**src/rtl/aluPkg.sv**
```systemverilog
//**************************************************************************
// Shared opcodes and internal select encodings for the ALU
// Opcode values follow the instruction encoding; 16..31 and 34..63 are unused
// Widths here are defaults only; the top level passes dataWidth down
//**************************************************************************
`default_nettype none

package aluPkg;

	// Default operand width
	parameter int defaultDataWidth = 32;
	// Opcode field width
	parameter int opWidth = 6;

	// Opcodes as decoded by the ALU
	typedef enum logic [opWidth-1:0] {
		opNop  = 6'd0,	// No operation, everything holds
		opAdd  = 6'd1,
		opSub  = 6'd2,
		opAnd  = 6'd3,
		opOr   = 6'd4,
		opNeg  = 6'd5,	// Two's complement of RA
		opXor  = 6'd6,
		opComp = 6'd7,	// One's complement of RA
		opLsr  = 6'd8,
		opAsr  = 6'd9,
		opLsl  = 6'd10,
		opRor  = 6'd11,	// Rotate right through carry
		opRol  = 6'd12,	// Rotate left through carry
		opMove = 6'd13,	// RA passes through
		opLdri = 6'd14,	// RB passes through
		opLbi  = 6'd15,	// Same addition as ADD
		opLdi  = 6'd32,	// Immediate already on RB
		opLdui = 6'd33
	} aluOpE;

	// Which unit supplies the next result
	typedef enum logic [1:0] {
		unitNone,	// NOP or unrecognized opcode
		unitArith,
		unitLogic,
		unitShift
	} aluUnitE;

	// Adder operations
	typedef enum logic [1:0] {
		arithAdd,
		arithSub,
		arithNeg	// Zero minus RA
	} arithOpE;

	// Logic unit operations
	typedef enum logic [2:0] {
		logicAnd,
		logicOr,
		logicXor,
		logicComp,
		logicPassA,
		logicPassB
	} logicOpE;

	// Single-position shifts
	typedef enum logic [2:0] {
		shiftLsr,
		shiftAsr,
		shiftLsl,
		shiftRor,
		shiftRol
	} shiftOpE;

endpackage

`default_nettype wire

```
**src/rtl/aluAddSub.sv**
```systemverilog
//**************************************************************************
// One adder for ADD, SUB and NEG, combinational
// Carry follows the no-borrow convention: SUB sets carry when RA >= RB
// Overflow is the two's complement sign rule on the adder operands
//**************************************************************************
`default_nettype none

module aluAddSub #(
	parameter int dataWidth = 32
) (
	input  aluPkg::arithOpE         arithOp,
	input  logic [dataWidth-1:0]    ra,
	input  logic [dataWidth-1:0]    rb,
	output logic [dataWidth-1:0]    arithResult,
	output logic                    arithCarry,
	output logic                    arithOverflow
);
	import aluPkg::*;

	logic [dataWidth-1:0] opA;	// Adder left operand
	logic [dataWidth-1:0] opB;	// Adder right operand, possibly inverted
	logic                 cin;
	logic [dataWidth:0]   sum;	// One extra bit for the carry out

	// Operand steering
	always_comb begin
		case (arithOp)
			arithSub: begin	// RA + ~RB + 1
				opA = ra;
				opB = ~rb;
				cin = 1'b1;
			end
			arithNeg: begin	// 0 + ~RA + 1
				opA = '0;
				opB = ~ra;
				cin = 1'b1;
			end
			default: begin	// Plain addition
				opA = ra;
				opB = rb;
				cin = 1'b0;
			end
		endcase
	end

	assign sum         = {1'b0, opA} + {1'b0, opB} + {{dataWidth{1'b0}}, cin};
	assign arithResult = sum[dataWidth-1:0];
	assign arithCarry  = sum[dataWidth];

	// Same-sign operands giving a different-sign result
	// For SUB this reads: RA and RB differ in sign, result differs from RA
	// For NEG it only fires when RA is the most negative value
	assign arithOverflow = (opA[dataWidth-1] == opB[dataWidth-1]) &&
		(arithResult[dataWidth-1] != opA[dataWidth-1]);

endmodule

`default_nettype wire

```
**src/rtl/aluDecoder.sv**
```systemverilog
//**************************************************************************
// Purely combinational opcode decode
// Any opcode not listed in aluOpE raises opIllegal and selects no unit
//**************************************************************************
`default_nettype none

module aluDecoder (
	input  aluPkg::aluOpE    op,
	output aluPkg::aluUnitE  unitSel,
	output aluPkg::arithOpE  arithOp,
	output aluPkg::logicOpE  logicOp,
	output aluPkg::shiftOpE  shiftOp,
	output logic             updCarry,
	output logic             updOverflow,
	output logic             updZeroNeg,
	output logic             opIllegal,
	output logic             opIsNop
);
	import aluPkg::*;

	always_comb begin
		// Nothing selected and no flag may change by default
		unitSel     = unitNone;
		arithOp     = arithAdd;
		logicOp     = logicAnd;
		shiftOp     = shiftLsr;
		updCarry    = 1'b0;
		updOverflow = 1'b0;
		updZeroNeg  = 1'b0;
		opIllegal   = 1'b0;
		opIsNop     = 1'b0;

		case (op)
			opNop:  opIsNop = 1'b1;
			opAdd, opLbi: begin	// LBI is the same sum
				unitSel = unitArith;
				arithOp = arithAdd;
				{updCarry, updOverflow, updZeroNeg} = 3'b111;
			end
			opSub: begin
				unitSel = unitArith;
				arithOp = arithSub;
				{updCarry, updOverflow, updZeroNeg} = 3'b111;
			end
			opNeg: begin	// Carry holds on NEG
				unitSel = unitArith;
				arithOp = arithNeg;
				{updOverflow, updZeroNeg} = 2'b11;
			end
			opAnd:  {unitSel, logicOp, updZeroNeg} = {unitLogic, logicAnd, 1'b1};
			opOr:   {unitSel, logicOp, updZeroNeg} = {unitLogic, logicOr, 1'b1};
			opXor:  {unitSel, logicOp, updZeroNeg} = {unitLogic, logicXor, 1'b1};
			opComp: {unitSel, logicOp, updZeroNeg} = {unitLogic, logicComp, 1'b1};
			opMove: {unitSel, logicOp, updZeroNeg} = {unitLogic, logicPassA, 1'b1};
			opLdri, opLdi, opLdui:	// All three just pass RB
				{unitSel, logicOp, updZeroNeg} = {unitLogic, logicPassB, 1'b1};
			opLsr: {unitSel, shiftOp, updCarry, updZeroNeg} = {unitShift, shiftLsr, 2'b11};
			opAsr: {unitSel, shiftOp, updCarry, updZeroNeg} = {unitShift, shiftAsr, 2'b11};
			opLsl: {unitSel, shiftOp, updCarry, updZeroNeg} = {unitShift, shiftLsl, 2'b11};
			opRor: {unitSel, shiftOp, updCarry, updZeroNeg} = {unitShift, shiftRor, 2'b11};
			opRol: {unitSel, shiftOp, updCarry, updZeroNeg} = {unitShift, shiftRol, 2'b11};
			default: opIllegal = 1'b1;	// Unrecognized opcode
		endcase
	end

	// An X opcode would otherwise pass as an unrecognized instruction
	always_comb begin
		assert final (!$isunknown(op))
			else $error("Decoder sees an unknown opcode");
	end

endmodule

`default_nettype wire

```
**src/rtl/aluFlagReg.sv**
```systemverilog
//**************************************************************************
// Result and condition-code registers load one cycle after the operation
// NOP holds everything
// An unrecognized opcode clears rz and holds carry, overflow, zero, negative
//**************************************************************************
`default_nettype none

module aluFlagReg #(
	parameter int dataWidth = 32
) (
	input  logic                    Clock,
	input  logic                    rstN,
	input  aluPkg::aluUnitE         unitSel,
	input  logic                    updCarry,
	input  logic                    updOverflow,
	input  logic                    updZeroNeg,
	input  logic                    opIllegal,
	input  logic                    opIsNop,
	input  logic [dataWidth-1:0]    arithResult,
	input  logic [dataWidth-1:0]    logicResult,
	input  logic [dataWidth-1:0]    shiftResult,
	input  logic                    arithCarry,
	input  logic                    arithOverflow,
	input  logic                    shiftCarry,
	output logic [dataWidth-1:0]    rz,
	output logic                    carry,	// Also the shifter's carryIn
	output logic                    overflow,
	output logic                    zero,
	output logic                    negative,
	output logic                    inrFlag,	// Instruction not recognized
	output logic                    ccrEnable
);
	import aluPkg::*;

	logic [dataWidth-1:0] nextResult;
	logic                 nextCarry;

	// With no unit selected the mux gives the 0 that an illegal opcode stores
	always_comb begin
		case (unitSel)
			unitArith: nextResult = arithResult;
			unitLogic: nextResult = logicResult;
			unitShift: nextResult = shiftResult;
			default:   nextResult = '0;
		endcase
	end

	// Only the adder and the shifter ever update carry
	assign nextCarry = (unitSel == unitShift) ? shiftCarry : arithCarry;

	always_ff @(posedge Clock) begin
		if (!rstN) begin
			rz        <= '0;
			carry     <= 1'b0;
			overflow  <= 1'b0;
			zero      <= 1'b0;
			negative  <= 1'b0;
			inrFlag   <= 1'b0;
			ccrEnable <= 1'b0;
		end else begin
			if (!opIsNop)
				rz <= nextResult;	// Held across NOP
			if (updCarry)
				carry <= nextCarry;
			if (updOverflow)
				overflow <= arithOverflow;
			if (updZeroNeg) begin	// Taken from the new rz
				zero     <= (nextResult == '0);
				negative <= nextResult[dataWidth-1];
			end
			inrFlag   <= opIllegal;
			ccrEnable <= !opIsNop && !opIllegal;
		end
	end

	// Zero and negative are only updated from a real unit
	assert property (@(posedge Clock) disable iff (!rstN)
		updZeroNeg |-> !$isunknown(unitSel) && unitSel != unitNone)
		else $error("Zero/negative update with no unit selected");

	// An unrecognized instruction changes no condition flag
	assert property (@(posedge Clock) disable iff (!rstN)
		opIllegal |-> !updCarry && !updOverflow && !updZeroNeg && unitSel == unitNone)
		else $error("Unrecognized opcode would update a condition flag");

endmodule

`default_nettype wire

```
**src/rtl/aluLogic.sv**
```systemverilog
//**************************************************************************
// Bitwise operations and operand pass-through, combinational
// COMP and MOVE use RA only; the loads take RB as already prepared
//**************************************************************************
`default_nettype none

module aluLogic #(
	parameter int dataWidth = 32
) (
	input  aluPkg::logicOpE         logicOp,
	input  logic [dataWidth-1:0]    ra,
	input  logic [dataWidth-1:0]    rb,
	output logic [dataWidth-1:0]    logicResult
);
	import aluPkg::*;

	always_comb begin
		case (logicOp)
			logicAnd:   logicResult = ra & rb;
			logicOr:    logicResult = ra | rb;
			logicXor:   logicResult = ra ^ rb;
			logicComp:  logicResult = ~ra;	// One's complement
			logicPassA: logicResult = ra;	// MOVE
			logicPassB: logicResult = rb;	// LDRI, LDI, LDUI
			default:    logicResult = '0;	// Unused encodings
		endcase
	end

endmodule

`default_nettype wire

```
**src/rtl/aluShifter.sv**
```systemverilog
//**************************************************************************
// One-position shifts and rotates, combinational
// Rotates go through the carry flag, so the result depends on the carry
// left by the previous operation (carryIn comes from the flag register)
//**************************************************************************
`default_nettype none

module aluShifter #(
	parameter int dataWidth = 32
) (
	input  aluPkg::shiftOpE         shiftOp,
	input  logic [dataWidth-1:0]    ra,
	input  logic                    carryIn,	// Registered carry
	output logic [dataWidth-1:0]    shiftResult,
	output logic                    shiftCarry	// Bit shifted out
);
	import aluPkg::*;

	logic msb;	// Sign bit of RA
	logic lsb;

	assign msb = ra[dataWidth-1];
	assign lsb = ra[0];

	always_comb begin
		case (shiftOp)
			shiftLsr: begin	// Zero fill from the top
				shiftResult = {1'b0, ra[dataWidth-1:1]};
				shiftCarry  = lsb;
			end
			shiftAsr: begin	// Sign extends
				shiftResult = {msb, ra[dataWidth-1:1]};
				shiftCarry  = lsb;
			end
			shiftLsl: begin	// Also serves as ASL
				shiftResult = {ra[dataWidth-2:0], 1'b0};
				shiftCarry  = msb;
			end
			shiftRor: begin
				shiftResult = {carryIn, ra[dataWidth-1:1]};	// Old carry into the top
				shiftCarry  = lsb;
			end
			shiftRol: begin
				shiftResult = {ra[dataWidth-2:0], carryIn};	// Old carry into bit 0
				shiftCarry  = msb;
			end
			default: begin	// Unused encodings leave RA and carry as they are
				shiftResult = ra;
				shiftCarry  = carryIn;
			end
		endcase
	end

endmodule

`default_nettype wire

```
**src/rtl/arithmeticLogicUnit.sv**
```systemverilog
//**************************************************************************
// Registered ALU top: results and flags appear one cycle after op/ra/rb
// One operation per cycle, no handshake and no back-pressure
// Synchronous active-low reset clears rz and all flags
//**************************************************************************
`default_nettype none

module arithmeticLogicUnit #(
	parameter int dataWidth = aluPkg::defaultDataWidth
) (
	input  logic                    Clock,
	input  logic                    rstN,
	input  aluPkg::aluOpE           op,
	input  logic [dataWidth-1:0]    ra,
	input  logic [dataWidth-1:0]    rb,
	output logic [dataWidth-1:0]    rz,
	output logic                    carry,
	output logic                    overflow,
	output logic                    zero,
	output logic                    negative,
	output logic                    inrFlag,
	output logic                    ccrEnable
);
	import aluPkg::*;

	// Decoder outputs
	aluUnitE unitSel;
	arithOpE arithOp;
	logicOpE logicOp;
	shiftOpE shiftOp;
	logic    updCarry;
	logic    updOverflow;
	logic    updZeroNeg;
	logic    opIllegal;
	logic    opIsNop;

	// Unit results
	logic [dataWidth-1:0] arithResult;
	logic [dataWidth-1:0] logicResult;
	logic [dataWidth-1:0] shiftResult;
	logic                 arithCarry;
	logic                 arithOverflow;
	logic                 shiftCarry;

	aluDecoder aluDecoder_i (
		.op(op), .unitSel(unitSel), .arithOp(arithOp), .logicOp(logicOp),
		.shiftOp(shiftOp), .updCarry(updCarry), .updOverflow(updOverflow),
		.updZeroNeg(updZeroNeg), .opIllegal(opIllegal), .opIsNop(opIsNop)
	);

	aluAddSub #(.dataWidth(dataWidth)) aluAddSub_i (
		.arithOp(arithOp), .ra(ra), .rb(rb), .arithResult(arithResult),
		.arithCarry(arithCarry), .arithOverflow(arithOverflow)
	);

	aluLogic #(.dataWidth(dataWidth)) aluLogic_i (
		.logicOp(logicOp), .ra(ra), .rb(rb), .logicResult(logicResult)
	);

	// Rotates read the carry registered by the previous operation
	aluShifter #(.dataWidth(dataWidth)) aluShifter_i (
		.shiftOp(shiftOp), .ra(ra), .carryIn(carry),
		.shiftResult(shiftResult), .shiftCarry(shiftCarry)
	);

	aluFlagReg #(.dataWidth(dataWidth)) aluFlagReg_i (
		.Clock(Clock), .rstN(rstN), .unitSel(unitSel), .updCarry(updCarry),
		.updOverflow(updOverflow), .updZeroNeg(updZeroNeg),
		.opIllegal(opIllegal), .opIsNop(opIsNop),
		.arithResult(arithResult), .logicResult(logicResult),
		.shiftResult(shiftResult), .arithCarry(arithCarry),
		.arithOverflow(arithOverflow), .shiftCarry(shiftCarry),
		.rz(rz), .carry(carry), .overflow(overflow), .zero(zero),
		.negative(negative), .inrFlag(inrFlag), .ccrEnable(ccrEnable)
	);

endmodule

`default_nettype wire

```
**config.mk**
```make
export PLATFORM = sky130hd
export DESIGN_NAME = arithmeticLogicUnit
export DESIGN_NICKNAME = d
export VERILOG_FILES = /design/src/rtl/aluPkg.sv /design/src/rtl/aluAddSub.sv /design/src/rtl/aluDecoder.sv /design/src/rtl/aluFlagReg.sv /design/src/rtl/aluLogic.sv /design/src/rtl/aluShifter.sv /design/src/rtl/arithmeticLogicUnit.sv
export SDC_FILE = /design/constraint.sdc
export NUM_CORES = 1
export LEC_CHECK = 0
export BUFFER_PORTS_ARGS = -buffer_cell sky130_fd_sc_hd__buf_2
export CELL_PAD_IN_SITES_DETAIL_PLACEMENT = 1
export CELL_PAD_IN_SITES_GLOBAL_PLACEMENT = 2
export CORE_MARGIN = 2
export CORE_UTILIZATION = 35
export CTS_BUF_LIST = sky130_fd_sc_hd__clkbuf_8 sky130_fd_sc_hd__clkbuf_16
export DETAILED_ROUTE_END_ITERATION = 16
export PLACE_DENSITY_LB_ADDON = 0.1
export SYNTH_ARGS = -nofsm -noshare
export SYNTH_HDL_FRONTEND = slang
export SYNTH_SLANG_ARGS = --single-unit
```
**constraint.sdc**
```tcl
create_clock -name Clock -period 15.1 [get_ports Clock]
set_input_delay 3.02 -clock Clock [delete_from_list [all_inputs] [get_ports Clock]]
set_output_delay 3.02 -clock Clock [all_outputs]
set_load 0.05 [all_outputs]
```
# Yosys cells after proc, flatten, opt, wreduce, memory -nomap -nowiden
# Cells that the tools add are included.
dict set report classes {
  reduce_logical 18
  n_eq_ne 34
  mux 17
  addsub 2
  bitwise 5
}
# op n
set ops {}
lappend ops {{32-bit case mux with 6 select lines} 1}
lappend ops {{32-bit case mux with 5 select lines} 1}
lappend ops {{32-bit case mux with 3 select lines} 1}
lappend ops {{32-bit inverter} 2}
lappend ops {{32-bit case mux with 2 select lines} 1}
lappend ops {{6-bit by 4-bit == test with 1-bit output (second input constant)} 8}
lappend ops {{32-bit by 32-bit adder with 33-bit output} 1}
lappend ops {{33-bit by 1-bit adder with 33-bit output} 1}
lappend ops {{32-bit AND} 1}
lappend ops {{32-bit logical NOT} 1}
lappend ops {{32-bit 2-to-1 mux} 1}
lappend ops {{32-bit bitwise OR} 1}
lappend ops {{32-bit bitwise XOR} 1}
lappend ops {{6-bit by 3-bit == test with 1-bit output (second input constant)} 4}
lappend ops {{18-bit OR reduction} 1}
lappend ops {{17-bit OR reduction} 1}
lappend ops {{8-bit OR reduction} 2}
lappend ops {{3-bit case mux with 5 select lines} 1}
lappend ops {{3-bit by 2-bit == test with 1-bit output (second input constant)} 4}
lappend ops {{6-bit by 2-bit == test with 1-bit output (second input constant)} 2}
lappend ops {{6-bit == test (second input constant)} 2}
lappend ops {{3-bit case mux with 4 select lines} 1}
lappend ops {{3-bit == test (second input constant)} 3}
lappend ops {{1-bit 2-to-1 mux} 7}
lappend ops {{19 further kinds} 27}
dict set report totals {
  out_inout_bits 38
  ff_bits 38
  elab_cells 83
  inputBits 72
}

# Logic depth before layout (Yosys ltp)
dict set report depth {
  ltp_word 8
  depth_mapped 21
  ltp_nobuf 19
}

# Modules after synthesis
# A second synthesis with hierarchy kept.
dict set report unflattened {
  hier_cells 1290
  area_unflattened_um2 9540.4
}
# mod seq_area_each_um2 area_per_inst_um2 cells_each instances
set by_module_without_submodules {}
lappend by_module_without_submodules {aluLogic 0.0 2866.5 352 1}
lappend by_module_without_submodules {aluAddSub 0.0 2796.4 456 1}
lappend by_module_without_submodules {aluFlagReg 760.7 2243.4 222 1}
lappend by_module_without_submodules {aluShifter 0.0 1352.5 215 1}
lappend by_module_without_submodules {aluDecoder 0.0 281.5 45 1}

# Worst setup path after synthesis
# No wires, ideal clock.
dict set report synth_path {
  kind {input-to-reg}
  from {input op[4]}
  to {register aluFlagReg_i.zero}
  path_buffers 4
  cell_stages 20
  setup_time_ps 60
  t_required_ps 15040
  path_slack_ps 7034
  t_arrival_ps 8006
  path_cell_list {buf_2 nor4b_1 clkbuf_1 nand2_1 ha_1 clkbuf_1 buf_1 a21oi_1 fa_1 fa_1 a21o_1 a221o_1 a22oi_2 nand4b_1 a41oi_1 mux2_1 or3_4 nor4_2 nand4_1 nand2_1}
}
dict set report synth_via {
  elab_chain_len 8
  word_cells_on_any_way 53
  classes_between {2 x add/sub; 31 x eq/ne; 11 x mux; 9 x reduce/logical}
}
# item line
set synth_rtl {}
lappend synth_rtl {{from (decl)} arithmeticLogicUnit.sv:13} ;# input aluPkg::aluOpE op,
lappend synth_rtl {{6-bit by 3-bit == test with 1-bit output / 6-bit by 2-bit == test with 1-bit output (equally long branches)} aluDecoder.sv:33} ;# case (op)
lappend synth_rtl {{2-bit case mux with 2 select lines} aluDecoder.sv:33}
lappend synth_rtl {{2-bit == test / 2-bit by 1-bit == test with 1-bit output (equally long branches)} aluAddSub.sv:27} ;# case (arithOp)
lappend synth_rtl {{32-bit case mux with 2 select lines, or another cell as far along} aluAddSub.sv:27}
lappend synth_rtl {{32-bit by 32-bit adder with 33-bit output / 1-bit 2-to-1 mux (equally long branches)} {aluAddSub.sv:46, aluAddSub.sv:27}}
lappend synth_rtl {{33-bit by 1-bit adder with 33-bit output} aluAddSub.sv:46} ;# assign sum = {1'b0, opA} + {1'b0, opB} + {{dataWidth{1'b0}}, cin};
lappend synth_rtl {{32-bit case mux with 3 select lines} aluFlagReg.sv:40} ;# case (unitSel)
lappend synth_rtl {{32-bit logical NOT} aluFlagReg.sv:68} ;# zero <= (nextResult == '0);
lappend synth_rtl {{to (signal assigned)} aluFlagReg.sv:68}
lappend synth_rtl {{to (decl)} aluFlagReg.sv:28} ;# output logic zero,
# Parallel ways exist; a longest one is shown, timed or not.
# A chain may end at the register's enable or synchronous reset.

# Worst setup path after layout
dict set report layout_path {
  from {input op[1]}
  to {register aluFlagReg_i.zero}
}
# Same word-level chain as after synthesis.

==> key figures <==
Die
  • Core footprint: 21000 µm²
  • Die extent in x: 150 µm
  • Core Rows: 53
  • I/O pin count: 110
  • Initial Util: 35.5%
  • Die Height: 150 µm
  • Die area: 22400 µm²

Layout
  • Final #Nets: 1357
  • Storage cell area: 761 µm²
  • Share of cells above drive strength 1: 14.0%
  • # fillers: 2777
  • Area occupied by multi-input gates: 6080 µm²
  • Area grow syn2layout: 12.4%

Logic synthesis
  • Leading area contributor after synthesis: ha_1
  • Main area contributors after synthesis: ha_1, dfxtp_1, nor2_1
  • Synth unique cells: 80
  • Cell area after synthesis: 7440 µm²
  • Top cell type's share of synthesized area: 16.7%
  • YS warnings: 0
  • Seq cells post-synth: 38
  • Synth async-reset ratio: 0%
  • Dominant synthesized flop cell: dfxtp_1
  • Syn Inst Count: 1129
  • EDFF count, synth: 0
  • Most frequent cells after synthesis: nor2_1, a21oi_1, ha_1
  • Avg Cell Area, Syn: 6.59 µm²
  • Post-Syn Nets: 1302
  • Most numerous cell in the Yosys netlist: nor2_1
  • Sequential area share after synthesis: 10.2%

Detailed routing
  • WL per Instance: 22.6 µm
  • Detailed Routing Iterations Pass 1: 4
  • Final ANT Viol Nets: 0
  • Vias per cell: 6.02
  • 1st-iter DRT viols: 618
  • Via count: 8802
  • Routed WL: 33.0 mm
  • # DRC: 0

Clock network
  • CTS tree: done
  • Hold Buf Count CTS: 0
  • Total CTS buffers: 5
  • Root Buffer: clkbuf_16
  • Longest Clk Path Bufs: 2
  • CTS H-tree lvls: 2
  • Skew-Pair Late Insertion Delay: 280 ps
  • Number of setup buffers added after CTS: 0
  • Clock slew at reported path FFs: 60 ps
  • Clock sinks: 38
  • Post-CTS sizing: 0

Critical path
  • Critical path endpoint: aluFlagReg_i.zero$_SDFFE_PN0P_
  • Arrival time worst endpoint: 9130 ps
  • Crit. Startpoint: op[1]
  • Worst r2r dst: aluFlagReg_i.zero$_SDFFE_PN0P_
  • CP max FO: 65
  • WS Path Type: in -> reg
  • Startpoint types: primary input
  • Reg-to-Reg Start: aluFlagReg_i.carry$_SDFFE_PN0P_
  • CP required: 15330 ps
  • R2R setup slack: 12870 ps
  • R2r worst-path depth: 9
  • CP Capture Type: flop

Timing
  • Final setup TNS: 0 ps
  • Worst Max-Slew Pin Slew: 1140 ps
  • Max Transition Viols Final: 0
  • Worst Skew: 1.28 ps
  • Fin. Hold Viols: 0
  • Setup WS post-layout: 6190 ps
  • Fmax achieved: 112 MHz
  • Period utilisation layout: 59.0%
  • RSZ-0062 raised after global routing: no
  • Final Setup Violations: 0
  • Period minus WS final: 8910 ps
  • Worst rel slew slack: 23.9%

Power
  • Power Density: 60.2 nW/µm²
  • Static leakage: 3.97 nW
  • VDD IR max: 37.1 µV

GRT
  • All-layer global routing usage: 29.0%
  • Largest net degree at the start of global routing: 66
  • Initial antenna violation count: 1
  • Vias in the first global route: 8426
  • Gr ovfl total: 0
  • First-pass GRT wire length: 50.0 mm

Min path
  • Worst hold-check path type: reg -> reg
  • Worst hold path cell count: 2

Placement
  • PortBufs: 109
  • Post-Place Worst Slack: 5900 ps
  • Placer Congestion: 0.958
  • DPL Wire Length: 25.7 mm

Run status
  • Status: finished, final reports clean

Job
  • MaxCap Viol Count: 0
==> worst min-delay path by stage <==
stage,from,end,slack (ps)
4_1_cts,aluFlagReg_i.rz[25]$_SDFFE_PN0P_,aluFlagReg_i.rz[25]$_SDFFE_PN0P_,450
6_report,aluFlagReg_i.negative$_SDFFE_PN0P_,aluFlagReg_i.negative$_SDFFE_PN0P_,450
5_1_grt,aluFlagReg_i.rz[25]$_SDFFE_PN0P_,aluFlagReg_i.rz[25]$_SDFFE_PN0P_,490
2_1_floorplan,aluFlagReg_i.rz[25]$_SDFFE_PN0P_,aluFlagReg_i.rz[25]$_SDFFE_PN0P_,670
3_5_place_dp,aluFlagReg_i.rz[25]$_SDFFE_PN0P_,aluFlagReg_i.rz[25]$_SDFFE_PN0P_,450
3_3_place_gp,aluFlagReg_i.rz[25]$_SDFFE_PN0P_,aluFlagReg_i.rz[25]$_SDFFE_PN0P_,440
==> where the power goes <==
group	total, mW	switching, mW	internal (mW)
clock	0.141	0.0418	0.0992
sequential	0.108	0.00269	0.106
combinational	0.254	0.171	0.0833
==> cells by family after synthesis <==
logic type               Yosys count  share of synthesized area (%)
AO/OA/AOI/OAI                    379                           34.1
flip-flops                        38                           10.2
AND/OR/NAND/NOR                  423                           26.3
buffers and inverters            157                           8.30
XOR/XNOR                          21                           2.47
adder cells (fa/ha/maj)          101                           17.2
multiplexers                      10                           1.38
==> cell type report <==
| type | count | area share [%] |
|---|---|---|
| Sequential cell | 38 | 9.10 |
| Inverter | 79 | 3.55 |
| Clock inverter | 2 | 0.718 |
| Timing Repair Buffer | 126 | 8.05 |
| Tap cell | 275 | 4.12 |
| Antenna cell | 1 | 0.0299 |
| Multi-Input combinational cell | 934 | 72.8 |
| Clock buffer | 6 | 1.66 |
==> worst max-delay path, cell delays in order <==
cell	delay, ps
buf_2	350
nor2b_1	680
nand3_1	350
ha_2	430
buf_4	550
a21oi_1	190
fa_1	480
fa_1	470
a21o_1	220
a221oi_1	670
o22ai_1	330
a21oi_1	400
xnor2_1	110
a211oi_1	320
o2111ai_1	160
nor4_1	200
nand4_1	130
nand2_1	80
==> through the flow <==
stage	util [%]	total power, mW	instances	hold WS, ps	instance area, µm²
after floorplan	-	0.278	1129	671	7440
after CTS	39.9	0.503	1460	453	8360
after detailed placement	38.9	0.360	1452	445	8160
after global placement	38.9	0.358	1452	438	8160
final	39.9	0.503	1461	452	8360
after global routing	39.9	0.533	1460	490	8360
==> registers in the layout (all words and copies together) (netlist names) <==
register and count:
aluFlagReg_i.carry 1, aluFlagReg_i.rz 32, aluFlagReg_i.ccrEnable 1, aluFlagReg_i.overflow 1, aluFlagReg_i.negative 1, aluFlagReg_i.zero 1, aluFlagReg_i.inrFlag 1
==> layer usage <==
layer / track usage, % / up-vias / wire, µm
met5: 0 / - / 0
met4: 8.11 / 0 / 792
met1: 40.9 / 4285 / 15800
met3: 3.35 / 36 / 1890
met2: 46.7 / 242 / 14500
li1: - / 4239 / -
==> placed cells by master, fill, tap and decap left out, types with 4 or more instances in the layout <==
cell / instances
nor4_1: 4
a21oi_1: 140
inv_1: 79
nand2_1: 88
xnor2_1: 9
a21o_1: 15
o21bai_1: 4
a41oi_1: 9
buf_4: 17
a31oi_1: 9
o221ai_1: 4
and3_1: 13
nor2_1: 191
or3_1: 6
o21ai_0: 29
xor2_1: 12
a22oi_1: 32
o211ai_1: 11
buf_2: 109
a2bb2oi_1: 5
or2_2: 5
a2111o_1: 6
nand4_1: 24
o22ai_1: 17
mux2i_1: 8
nand3_1: 26
clkbuf_16: 5
ha_1: 98
a211oi_1: 33
nor3_1: 32
a221oi_1: 24
a22o_1: 6
dfxtp_1: 38
nand2b_1: 7
No activity file was read; power rests on OpenSTA's default activity.
